## config.mk

```make
export PLATFORM = sky130hd
export DESIGN_NAME = tape_buffer_top
export DESIGN_NICKNAME = d
export VERILOG_FILES = /design/src/hw/axil_pkg.sv /design/src/hw/tape_pkg.sv /design/src/hw/tape_buffer_top.sv /design/src/hw/buffer_arbiter.sv /design/src/hw/tap_player.sv /design/src/hw/tap_download.sv /design/src/hw/tap_fifo.sv
export SDC_FILE = /design/constraint.sdc
export NUM_CORES = 1
export LEC_CHECK = 0
export BUFFER_PORTS_ARGS = -buffer_cell sky130_fd_sc_hd__buf_2
export CAP_MARGIN = 20
export CORE_MARGIN = 2
export CORE_UTILIZATION = 45
export CTS_CLUSTER_DIAMETER = 120
export CTS_CLUSTER_SIZE = 30
export DETAILED_ROUTE_END_ITERATION = 6
export MAX_ROUTING_LAYER = met4
export PLACE_DENSITY_LB_ADDON = 0.1
export SLEW_MARGIN = 40
export SYNTH_ARGS = -nofsm -noshare
export SYNTH_HDL_FRONTEND = slang
export SYNTH_SLANG_ARGS = --single-unit
export TNS_END_PERCENT = 20
```

## constraint.sdc

```tcl
create_clock -name clk_sys -period 2.8 [get_ports clk_sys]
set_input_delay 0.42 -clock clk_sys [delete_from_list [all_inputs] [get_ports clk_sys]]
set_output_delay 0.42 -clock clk_sys [all_outputs]
set_load 0.01 [all_outputs]
```

## src/hw/axil_pkg.sv

```systemverilog
`default_nettype none

// AXI4-Lite bus widths and the two halves of the bus
package axil_pkg;

	localparam int AXIL_ADDR_W = 25;
	localparam int AXIL_DATA_W = 32;

	typedef logic [AXIL_ADDR_W-1:0]   axil_addr_t;
	typedef logic [AXIL_DATA_W-1:0]   axil_data_t;
	typedef logic [AXIL_DATA_W/8-1:0] axil_strb_t;

	// Driven by the master
	typedef struct packed {
		axil_addr_t awaddr;
		logic       awvalid;
		axil_data_t wdata;
		axil_strb_t wstrb;
		logic       wvalid;
		logic       bready;
		axil_addr_t araddr;
		logic       arvalid;
		logic       rready;
	} axil_req_t;

	// Driven by the slave
	typedef struct packed {
		logic       awready;
		logic       wready;
		logic       bvalid;
		logic [1:0] bresp;
		logic       arready;
		logic       rvalid;
		axil_data_t rdata;
		logic [1:0] rresp;
	} axil_rsp_t;

endpackage

`default_nettype wire
```

## src/hw/tape_pkg.sv

```systemverilog
`default_nettype none

// Tape image types, constants and the buffer peer port
package tape_pkg;

	import axil_pkg::*;

	typedef logic [AXIL_ADDR_W-1:0] tap_addr_t;
	typedef logic [7:0]             byte_t;
	typedef logic [1:0]             tap_version_t;

	// TAP header byte holding the format version
	localparam tap_addr_t TAP_VERSION_OFFSET = 25'h00000C;

	// Playback FIFO size, must stay a power of two
	localparam int TAP_FIFO_DEPTH = 16;
	localparam int TAP_FIFO_PTR_W = $clog2(TAP_FIFO_DEPTH);

	// Request from a peer, held until done
	typedef struct packed {
		logic      valid;
		logic      write;
		tap_addr_t addr;
		byte_t     data;
	} buf_req_t;

	// Answer from the arbiter, done lasts one cycle
	typedef struct packed {
		logic  done;
		byte_t data;
	} buf_rsp_t;

	typedef enum logic {
		PL_IDLE,
		PL_READING
	} player_state_e;

endpackage

`default_nettype wire

```

## src/hw/tape_buffer_top.sv

```systemverilog
`timescale 1ns/1ps
`default_nettype none

module tape_buffer_top
	import axil_pkg::*;
	import tape_pkg::*;
(
	input  wire            clk_sys,
	input  wire            reset,
	input  wire            ioctl_download_i,
	input  wire            ioctl_wr_i,
	input  wire byte_t     ioctl_data_i,
	output logic           ioctl_wait_o,
	input  wire            play_toggle_i,
	input  wire            unload_i,
	input  wire            autoplay_en_i,
	output logic           tape_loaded_o,
	output tap_version_t   tap_version_o,
	output byte_t          tap_data_o,
	output logic           tap_valid_o,
	input  wire            tap_ready_i,
	output axil_req_t      axil_req_o,
	input  wire axil_rsp_t axil_rsp_i
);

	buf_req_t  dl_req;
	buf_rsp_t  dl_rsp;
	buf_req_t  pl_req;
	buf_rsp_t  pl_rsp;
	tap_addr_t last_addr;
	logic      download_end;
	logic      fifo_push;
	byte_t     fifo_data;
	logic      fifo_flush;
	logic      fifo_pop;
	logic      fifo_empty;
	logic      fifo_full;
	logic      running;

	// Stream is live only while the tape runs
	assign tap_valid_o = ~fifo_empty & running;
	assign fifo_pop = tap_valid_o & tap_ready_i;

	tap_download download0 (
		.clk_sys          (clk_sys),
		.reset            (reset),
		.ioctl_download_i (ioctl_download_i),
		.ioctl_wr_i       (ioctl_wr_i),
		.ioctl_data_i     (ioctl_data_i),
		.rsp_i            (dl_rsp),
		.ioctl_wait_o     (ioctl_wait_o),
		.req_o            (dl_req),
		.tap_version_o    (tap_version_o),
		.last_addr_o      (last_addr),
		.download_end_o   (download_end)
	);

	tap_player player0 (
		.clk_sys          (clk_sys),
		.reset            (reset),
		.ioctl_download_i (ioctl_download_i),
		.download_end_i   (download_end),
		.last_addr_i      (last_addr),
		.autoplay_en_i    (autoplay_en_i),
		.play_toggle_i    (play_toggle_i),
		.unload_i         (unload_i),
		.fifo_full_i      (fifo_full),
		.rsp_i            (pl_rsp),
		.req_o            (pl_req),
		.fifo_push_o      (fifo_push),
		.fifo_data_o      (fifo_data),
		.flush_o          (fifo_flush),
		.running_o        (running),
		.tape_loaded_o    (tape_loaded_o)
	);

	tap_fifo fifo0 (
		.clk_sys (clk_sys),
		.reset   (reset),
		.flush_i (fifo_flush),
		.push_i  (fifo_push),
		.data_i  (fifo_data),
		.pop_i   (fifo_pop),
		.data_o  (tap_data_o),
		.empty_o (fifo_empty),
		.full_o  (fifo_full)
	);

	buffer_arbiter arbiter0 (
		.clk_sys    (clk_sys),
		.reset      (reset),
		.dl_req_i   (dl_req),
		.pl_req_i   (pl_req),
		.axil_rsp_i (axil_rsp_i),
		.dl_rsp_o   (dl_rsp),
		.pl_rsp_o   (pl_rsp),
		.axil_req_o (axil_req_o)
	);

endmodule

`default_nettype wire

```

## src/hw/buffer_arbiter.sv

```systemverilog
`timescale 1ns/1ps
`default_nettype none

module buffer_arbiter
	import axil_pkg::*;
	import tape_pkg::*;
(
	input  wire            clk_sys,
	input  wire            reset,
	input  wire buf_req_t  dl_req_i,
	input  wire buf_req_t  pl_req_i,
	input  wire axil_rsp_t axil_rsp_i,
	output buf_rsp_t       dl_rsp_o,
	output buf_rsp_t       pl_rsp_o,
	output axil_req_t      axil_req_o
);

	typedef enum logic [2:0] {
		ARB_IDLE,
		ARB_WR_ADDR_DATA,
		ARB_WR_RESP,
		ARB_RD_ADDR,
		ARB_RD_DATA
	} arb_state_e;

	arb_state_e state;
	logic       gnt_dl;
	buf_req_t   sel_req;
	axil_req_t  req_q;
	axil_data_t rd_word;
	byte_t      rd_byte;
	logic       aw_done;
	logic       w_done;
	logic       xfer_done;

	// Download peer wins when both ask
	assign sel_req = dl_req_i.valid ? dl_req_i : pl_req_i;

	assign aw_done = ~req_q.awvalid | axil_rsp_i.awready;
	assign w_done = ~req_q.wvalid | axil_rsp_i.wready;
	assign xfer_done = ((state == ARB_WR_RESP) & axil_rsp_i.bvalid)
		| ((state == ARB_RD_DATA) & axil_rsp_i.rvalid);

	// Read byte comes from the lane of the two low address bits
	assign rd_word = axil_rsp_i.rdata >> {req_q.araddr[1:0], 3'b000};
	assign rd_byte = rd_word[7:0];

	assign axil_req_o = req_q;

	always_comb begin
		dl_rsp_o.done = xfer_done & gnt_dl;
		dl_rsp_o.data = rd_byte;
		pl_rsp_o.done = xfer_done & ~gnt_dl;
		pl_rsp_o.data = rd_byte;
	end

	//////////////////////////////
	// AXI4-Lite phases
	//////////////////////////////

	always_ff @(posedge clk_sys) begin
		if (reset) begin
			state <= ARB_IDLE;
			gnt_dl <= 1'b0;
			req_q <= '0;
		end else begin
			case (state)
				ARB_IDLE: begin
					if (sel_req.valid) begin
						gnt_dl <= dl_req_i.valid;
						if (sel_req.write) begin
							// AW and W go out together
							req_q.awaddr <= sel_req.addr;
							req_q.awvalid <= 1'b1;
							req_q.wdata <= axil_data_t'(sel_req.data) << {sel_req.addr[1:0], 3'b000};
							req_q.wstrb <= axil_strb_t'(1) << sel_req.addr[1:0];
							req_q.wvalid <= 1'b1;
							state <= ARB_WR_ADDR_DATA;
						end else begin
							req_q.araddr <= sel_req.addr;
							req_q.arvalid <= 1'b1;
							state <= ARB_RD_ADDR;
						end
					end
				end
				ARB_WR_ADDR_DATA: begin
					if (axil_rsp_i.awready) begin
						req_q.awvalid <= 1'b0;
					end
					if (axil_rsp_i.wready) begin
						req_q.wvalid <= 1'b0;
					end
					if (aw_done && w_done) begin
						req_q.bready <= 1'b1;
						state <= ARB_WR_RESP;
					end
				end
				ARB_WR_RESP: begin
					if (axil_rsp_i.bvalid) begin
						req_q.bready <= 1'b0;
						state <= ARB_IDLE;
					end
				end
				ARB_RD_ADDR: begin
					if (axil_rsp_i.arready) begin
						req_q.arvalid <= 1'b0;
						req_q.rready <= 1'b1;
						state <= ARB_RD_DATA;
					end
				end
				ARB_RD_DATA: begin
					if (axil_rsp_i.rvalid) begin
						req_q.rready <= 1'b0;
						state <= ARB_IDLE;
					end
				end
				default: begin
					state <= ARB_IDLE;
				end
			endcase
		end
	end

endmodule

`default_nettype wire

```

## src/hw/tap_player.sv

```systemverilog
`timescale 1ns/1ps
`default_nettype none

module tap_player
	import tape_pkg::*;
(
	input  wire           clk_sys,
	input  wire           reset,
	input  wire           ioctl_download_i,
	input  wire           download_end_i,
	input  wire tap_addr_t last_addr_i,
	input  wire           autoplay_en_i,
	input  wire           play_toggle_i,
	input  wire           unload_i,
	input  wire           fifo_full_i,
	input  wire buf_rsp_t rsp_i,
	output buf_req_t      req_o,
	output logic          fifo_push_o,
	output byte_t         fifo_data_o,
	output logic          flush_o,
	output logic          running_o,
	output logic          tape_loaded_o
);

	player_state_e state;
	tap_addr_t     play_addr;
	tap_addr_t     last_addr;
	logic          running;
	logic          discard;
	logic          clear;
	logic          drop;
	buf_req_t      req_q;

	assign clear = ioctl_download_i | unload_i;

	// A read started before a clear completes but its byte is thrown away
	assign drop = discard | clear;

	assign tape_loaded_o = play_addr < last_addr;
	assign flush_o = clear;
	assign running_o = running;
	assign req_o = req_q;
	assign fifo_push_o = (state == PL_READING) & rsp_i.done & ~drop;
	assign fifo_data_o = rsp_i.data;

	//////////////////////////////
	// Tape controls
	//////////////////////////////

	always_ff @(posedge clk_sys) begin
		if (reset) begin
			last_addr <= '0;
			running <= 1'b0;
		end else if (unload_i) begin
			last_addr <= '0;
			running <= 1'b0;
		end else if (ioctl_download_i) begin
			running <= 1'b0;
		end else if (download_end_i) begin
			last_addr <= last_addr_i;
			running <= autoplay_en_i;
		end else if (play_toggle_i) begin
			running <= ~running;
		end
	end

	//////////////////////////////
	// Buffer fetch
	//////////////////////////////

	always_ff @(posedge clk_sys) begin
		if (reset) begin
			state <= PL_IDLE;
			play_addr <= '0;
			discard <= 1'b0;
			req_q <= '0;
		end else begin
			case (state)
				PL_IDLE: begin
					// Prefetch even while paused
					if (!clear && tape_loaded_o && !fifo_full_i) begin
						req_q.valid <= 1'b1;
						req_q.write <= 1'b0;
						req_q.addr <= play_addr;
						state <= PL_READING;
					end
				end
				PL_READING: begin
					if (rsp_i.done) begin
						req_q.valid <= 1'b0;
						discard <= 1'b0;
						state <= PL_IDLE;
						if (!drop) begin
							play_addr <= play_addr + 1'b1;
						end
					end else if (clear) begin
						discard <= 1'b1;
					end
				end
				default: begin
					state <= PL_IDLE;
				end
			endcase

			if (clear) begin
				play_addr <= '0;
			end
		end
	end

endmodule

`default_nettype wire

```

## src/hw/tap_download.sv

```systemverilog
`timescale 1ns/1ps
`default_nettype none

module tap_download
	import tape_pkg::*;
(
	input  wire           clk_sys,
	input  wire           reset,
	input  wire           ioctl_download_i,
	input  wire           ioctl_wr_i,
	input  wire byte_t    ioctl_data_i,
	input  wire buf_rsp_t rsp_i,
	output logic          ioctl_wait_o,
	output buf_req_t      req_o,
	output tap_version_t  tap_version_o,
	output tap_addr_t     last_addr_o,
	output logic          download_end_o
);

	tap_addr_t wr_addr;
	logic      dl_prev;
	logic      host_wr;
	buf_req_t  req_q;

	assign host_wr = ioctl_download_i & ioctl_wr_i;
	assign req_o = req_q;

	// Byte count is still valid in the cycle after download drops
	assign download_end_o = dl_prev & ~ioctl_download_i;
	assign last_addr_o = wr_addr;

	always_ff @(posedge clk_sys) begin
		if (reset) begin
			dl_prev <= 1'b0;
			wr_addr <= '0;
			ioctl_wait_o <= 1'b0;
			req_q <= '0;
			tap_version_o <= '0;
		end else begin
			dl_prev <= ioctl_download_i;

			if (host_wr) begin
				// One buffer write per host byte
				req_q.valid <= 1'b1;
				req_q.write <= 1'b1;
				req_q.addr <= wr_addr;
				req_q.data <= ioctl_data_i;
				ioctl_wait_o <= 1'b1;
				wr_addr <= wr_addr + 1'b1;
				if (wr_addr == TAP_VERSION_OFFSET) begin
					tap_version_o <= ioctl_data_i[1:0];
				end
			end else if (rsp_i.done) begin
				req_q.valid <= 1'b0;
				ioctl_wait_o <= 1'b0;
			end

			// Next download counts from zero again
			if (download_end_o) begin
				wr_addr <= '0;
			end
		end
	end

endmodule

`default_nettype wire

```

## src/hw/tap_fifo.sv

```systemverilog
`timescale 1ns/1ps
`default_nettype none

module tap_fifo
	import tape_pkg::*;
(
	input  wire        clk_sys,
	input  wire        reset,
	input  wire        flush_i,
	input  wire        push_i,
	input  wire byte_t data_i,
	input  wire        pop_i,
	output byte_t      data_o,
	output logic       empty_o,
	output logic       full_o
);

	byte_t                     mem [TAP_FIFO_DEPTH];
	logic [TAP_FIFO_PTR_W-1:0] wr_ptr;
	logic [TAP_FIFO_PTR_W-1:0] rd_ptr;
	logic [TAP_FIFO_PTR_W:0]   count;
	logic                      do_push;
	logic                      do_pop;

	assign empty_o = (count == '0);
	assign full_o = (count == (TAP_FIFO_PTR_W+1)'(TAP_FIFO_DEPTH));
	assign do_push = push_i & ~full_o;
	assign do_pop = pop_i & ~empty_o;
	assign data_o = mem[rd_ptr];

	always_ff @(posedge clk_sys) begin
		if (do_push) begin
			mem[wr_ptr] <= data_i;
		end
	end

	// Pointers wrap on their own since the depth is a power of two
	always_ff @(posedge clk_sys) begin
		if (reset || flush_i) begin
			wr_ptr <= '0;
			rd_ptr <= '0;
			count <= '0;
		end else begin
			if (do_push) begin
				wr_ptr <= wr_ptr + 1'b1;
			end
			if (do_pop) begin
				rd_ptr <= rd_ptr + 1'b1;
			end
			if (do_push && !do_pop) begin
				count <= count + 1'b1;
			end else if (do_pop && !do_push) begin
				count <= count - 1'b1;
			end
		end
	end

endmodule

`default_nettype wire

```

==> flow_summary_export.csv <==
group,metric,value,unit
timing,relSlewSlack,46.5,%
synthesis,syn_area_per_cell,10.8,um2
drt,drc_errors,0,
synthesis,syn_inst,1469,
timing,fin_crit_sh,98.4,%
layout,areaGrowthSynthToFinish,14.0,%
timing,slew_violations,0,
timing,layout_min_cycle_time,2.75,ns
layout,n_antenna_cell,0,
drt,firstDrtPassIters,5,
global_route,grt_antenna_before_repair,0,
clock_tree,ctsRootBufferMaster,"clkbuf_16",
die,fp-row-count,68,
global_route,grt_overflow_total,0,
synthesis,syn-num-nets,1563,
critical_path,cp.arrival,2.33,ns
die,die_w,192,um
timing,timing.hold.ws,0.0957,ns
status,status,"complete, no violations",
die,die_h,192,um
layout,nFillCells,3151,
power,powerDensity,533,nW/um2
placed_design,io_buffers,156,
die,top_level_ports,161,
timing,worst_slew_pin_slew,0.800,ns
synthesis,synthArstFlopShare,0,%
power,leakagePower,6.23,nW
drt,viasPerCell,5.28,
critical_path,start_kind,"register",
clock_tree,clock_path_buffers,3,
synthesis,yosysWarnings,0,
worst_hold_path,hold_path.class,"input pin to register",
timing,final-hold-violation-count,0,
drt,routed_wl,37900,um
drt,top_layer,"met4",
clock_tree,clk_pin_slew,0.12,ns
timing,fmax,0.363,GHz
die,core_area,34600,um2
critical_path,end_kind,"primary output",
synthesis,ys_ff_latch,382,
critical_path,worstPathRequired,2.38,ns
synthesis,ys_types,58,
die,die_area,36800,um2
critical_path,critPathKind,"register to primary output",
layout,drive_gt1_share,22.1,%
power,power.total,0.00964,W
drt,wl_met3,1560,um
die,start_util,45.9,%
synthesis,synth-edff-count,128,
layout,final-seq-area,8970,um2
timing,rsz0062_at_grt,"true",
layout,final_common_cell,"dfxtp_1",
placed_design,gp_congestion,0.794,
clock_tree,cts_tree,"yes",
global_route,grt_first_pass_wirelength,59200,um
global_route,grtUsageTotal,21.1,%
drt,wl_met1,17200,um
drt,drt_iter0_markers,548,
clock_tree,clk_latency,0.53,ns
clock_tree,cts_buffers,16,
clock_tree,clock_sinks,382,
synthesis,synth_ff_type,"dfxtp_1",
drt,wire_per_inst,18.3,um
critical_path,path_max_fanout,16,
timing,setup_viol,0,
drt,num_vias,10900,
global_route,grt_pass1_vias,10500,
power,peakVddDrop,0.000391,V
run,cap_violations,0,
layout,layout_common_cells,"dfxtp_1 (224), nand2_1 (206), nor2_1 (150), buf_2 (150), edfxtp_1 (128)",
layout,multi_input_area,6590,um2
synthesis,ys_seq_area_share,56.2,%
drt,ant_nets,0,
global_route,grt_max_degree,129,
drt,wl_met2,18700,um
placed_design,dp_hpwl,26200,um
synthesis,synth_area,15900,um2
timing,skew,0.0218,ns
clock_tree,htreeDepth,1,
layout,nNetsFinal,1701,
[Yosys cell counts (all sizes together), types with 22 or more instances]
master	n	area (um2)
dfxtp	254	5080
nand2	206	773
nor2	155	582
edfxtp	128	3840
a21oi	126	631
clkbuf	75	282
nand2b	56	350
mux2i	55	551
mux4	48	1080
inv	46	173
ha	36	450
a32oi	29	254
a211oi	28	210
xor2	28	245
xnor2	22	193
[through the flow]
stage	std cells	util [%]	cell area, um2	TNS (ns)	setup WS, ns
detailed placement	2030	50.0	17300	-0.0137	-0.0137
global route	2068	52.3	18100	-0.249	-0.0619
CTS	2061	51.7	17900	-0.00803	-0.00637
finish	2068	52.3	18100	0	0.0456
floorplan	1469	-	15900	0	0.0119
global placement	2030	49.9	17300	0	0.0139
[metal layers]
| layer | global-route usage, % | vias to the layer above |
|---|---|---|
| met5 | - | - |
| met4 | 3.43 | 0 |
| met3 | 2.87 | 35 |
| met2 | 35.3 | 185 |
| met1 | 28.0 | 5289 |
| li1 | - | 5407 |
[power breakdown]
part | internal (W) | leakage (nW) | switching [W] | total [W]
combinational | 0.000301 | 2.80 | 0.000532 | 0.000834
clock | 0.00114 | 0.221 | 0.00170 | 0.00284
sequential | 0.00589 | 3.22 | 0.0000781 | 0.00597
total | 0.00733 | 6.23 | 0.00231 | 0.00964
[cells by family (layout without fill, tap and decap cells)]
| kind of cell | Yosys count | in the layout | synth area share, % |
|---|---|---|---|
| AO/OA/AOI/OAI | 225 | 225 | 8.74 |
| XOR/XNOR | 50 | 50 | 2.76 |
| adder cells (fa/ha/maj) | 37 | 37 | 2.96 |
| buffers and inverters | 142 | 286 | 3.46 |
| flip-flops | 382 | 382 | 56.2 |
| multiplexers | 104 | 104 | 10.3 |
| AND/OR/NAND/NOR | 529 | 529 | 15.5 |
[critical path: stages (launching register included)]
cell,delay (ns)
dfxtp_4,0.42
buf_12,0.19
mux4_2,0.55
mux4_2,0.50
buf_6,0.14
[cell type report]
class	count	area share, %
Sequential cell	382	49.6
Multi-Input combinational cell	945	36.4
Timing Repair Buffer	216	7.40
Tap cell	455	3.14
Clock buffer	23	2.47
Inverter	46	0.981
Clock inverter	1	0.0484
[state kept, by name, summed over array words and instances (netlist names), named ones only]
register	cells
arbiter0.state	3
player0.state	1
download0.ioctl_wait_o	1
player0.last_addr	25
download0.tap_version_o	2
player0.discard	1
download0.req_o	34
player0.req_o	26
arbiter0.gnt_dl	1
fifo0.wr_ptr	4
arbiter0.axil_req_o	91
fifo0.mem	128
player0.play_addr	25
fifo0.rd_ptr	4
fifo0.count	5
download0.last_addr_o	25
player0.running_o	1
download0.dl_prev	1
[what timing repair did]
item	in CTS	in global routing
buffers inserted	6	7
hold buffers	0	0
cloned	1	0
setup endpoints to repair	10	10
gates resized for setup	18	36
pin swaps	10	16
[worst paths after layout]
kind	slack, ns	to	startpoint	depth (start not counted)
max	0.05	tap_data_o[3]	register	4
min	0.1	arbiter0.axil_req_o[65]$_SDFFE_PP0P_	axil_rsp_i[40]	2
min reg2reg	0.46	player0.last_addr[16]$_SDFFE_PP0P_	player0.last_addr[16]$_SDFFE_PP0P_	2
max reg2reg	0.05	fifo0.count[4]$_SDFFE_PP0P_	fifo0.count[1]$_SDFFE_PP0P_	12
No activity file was read; power rests on OpenSTA's default activity.
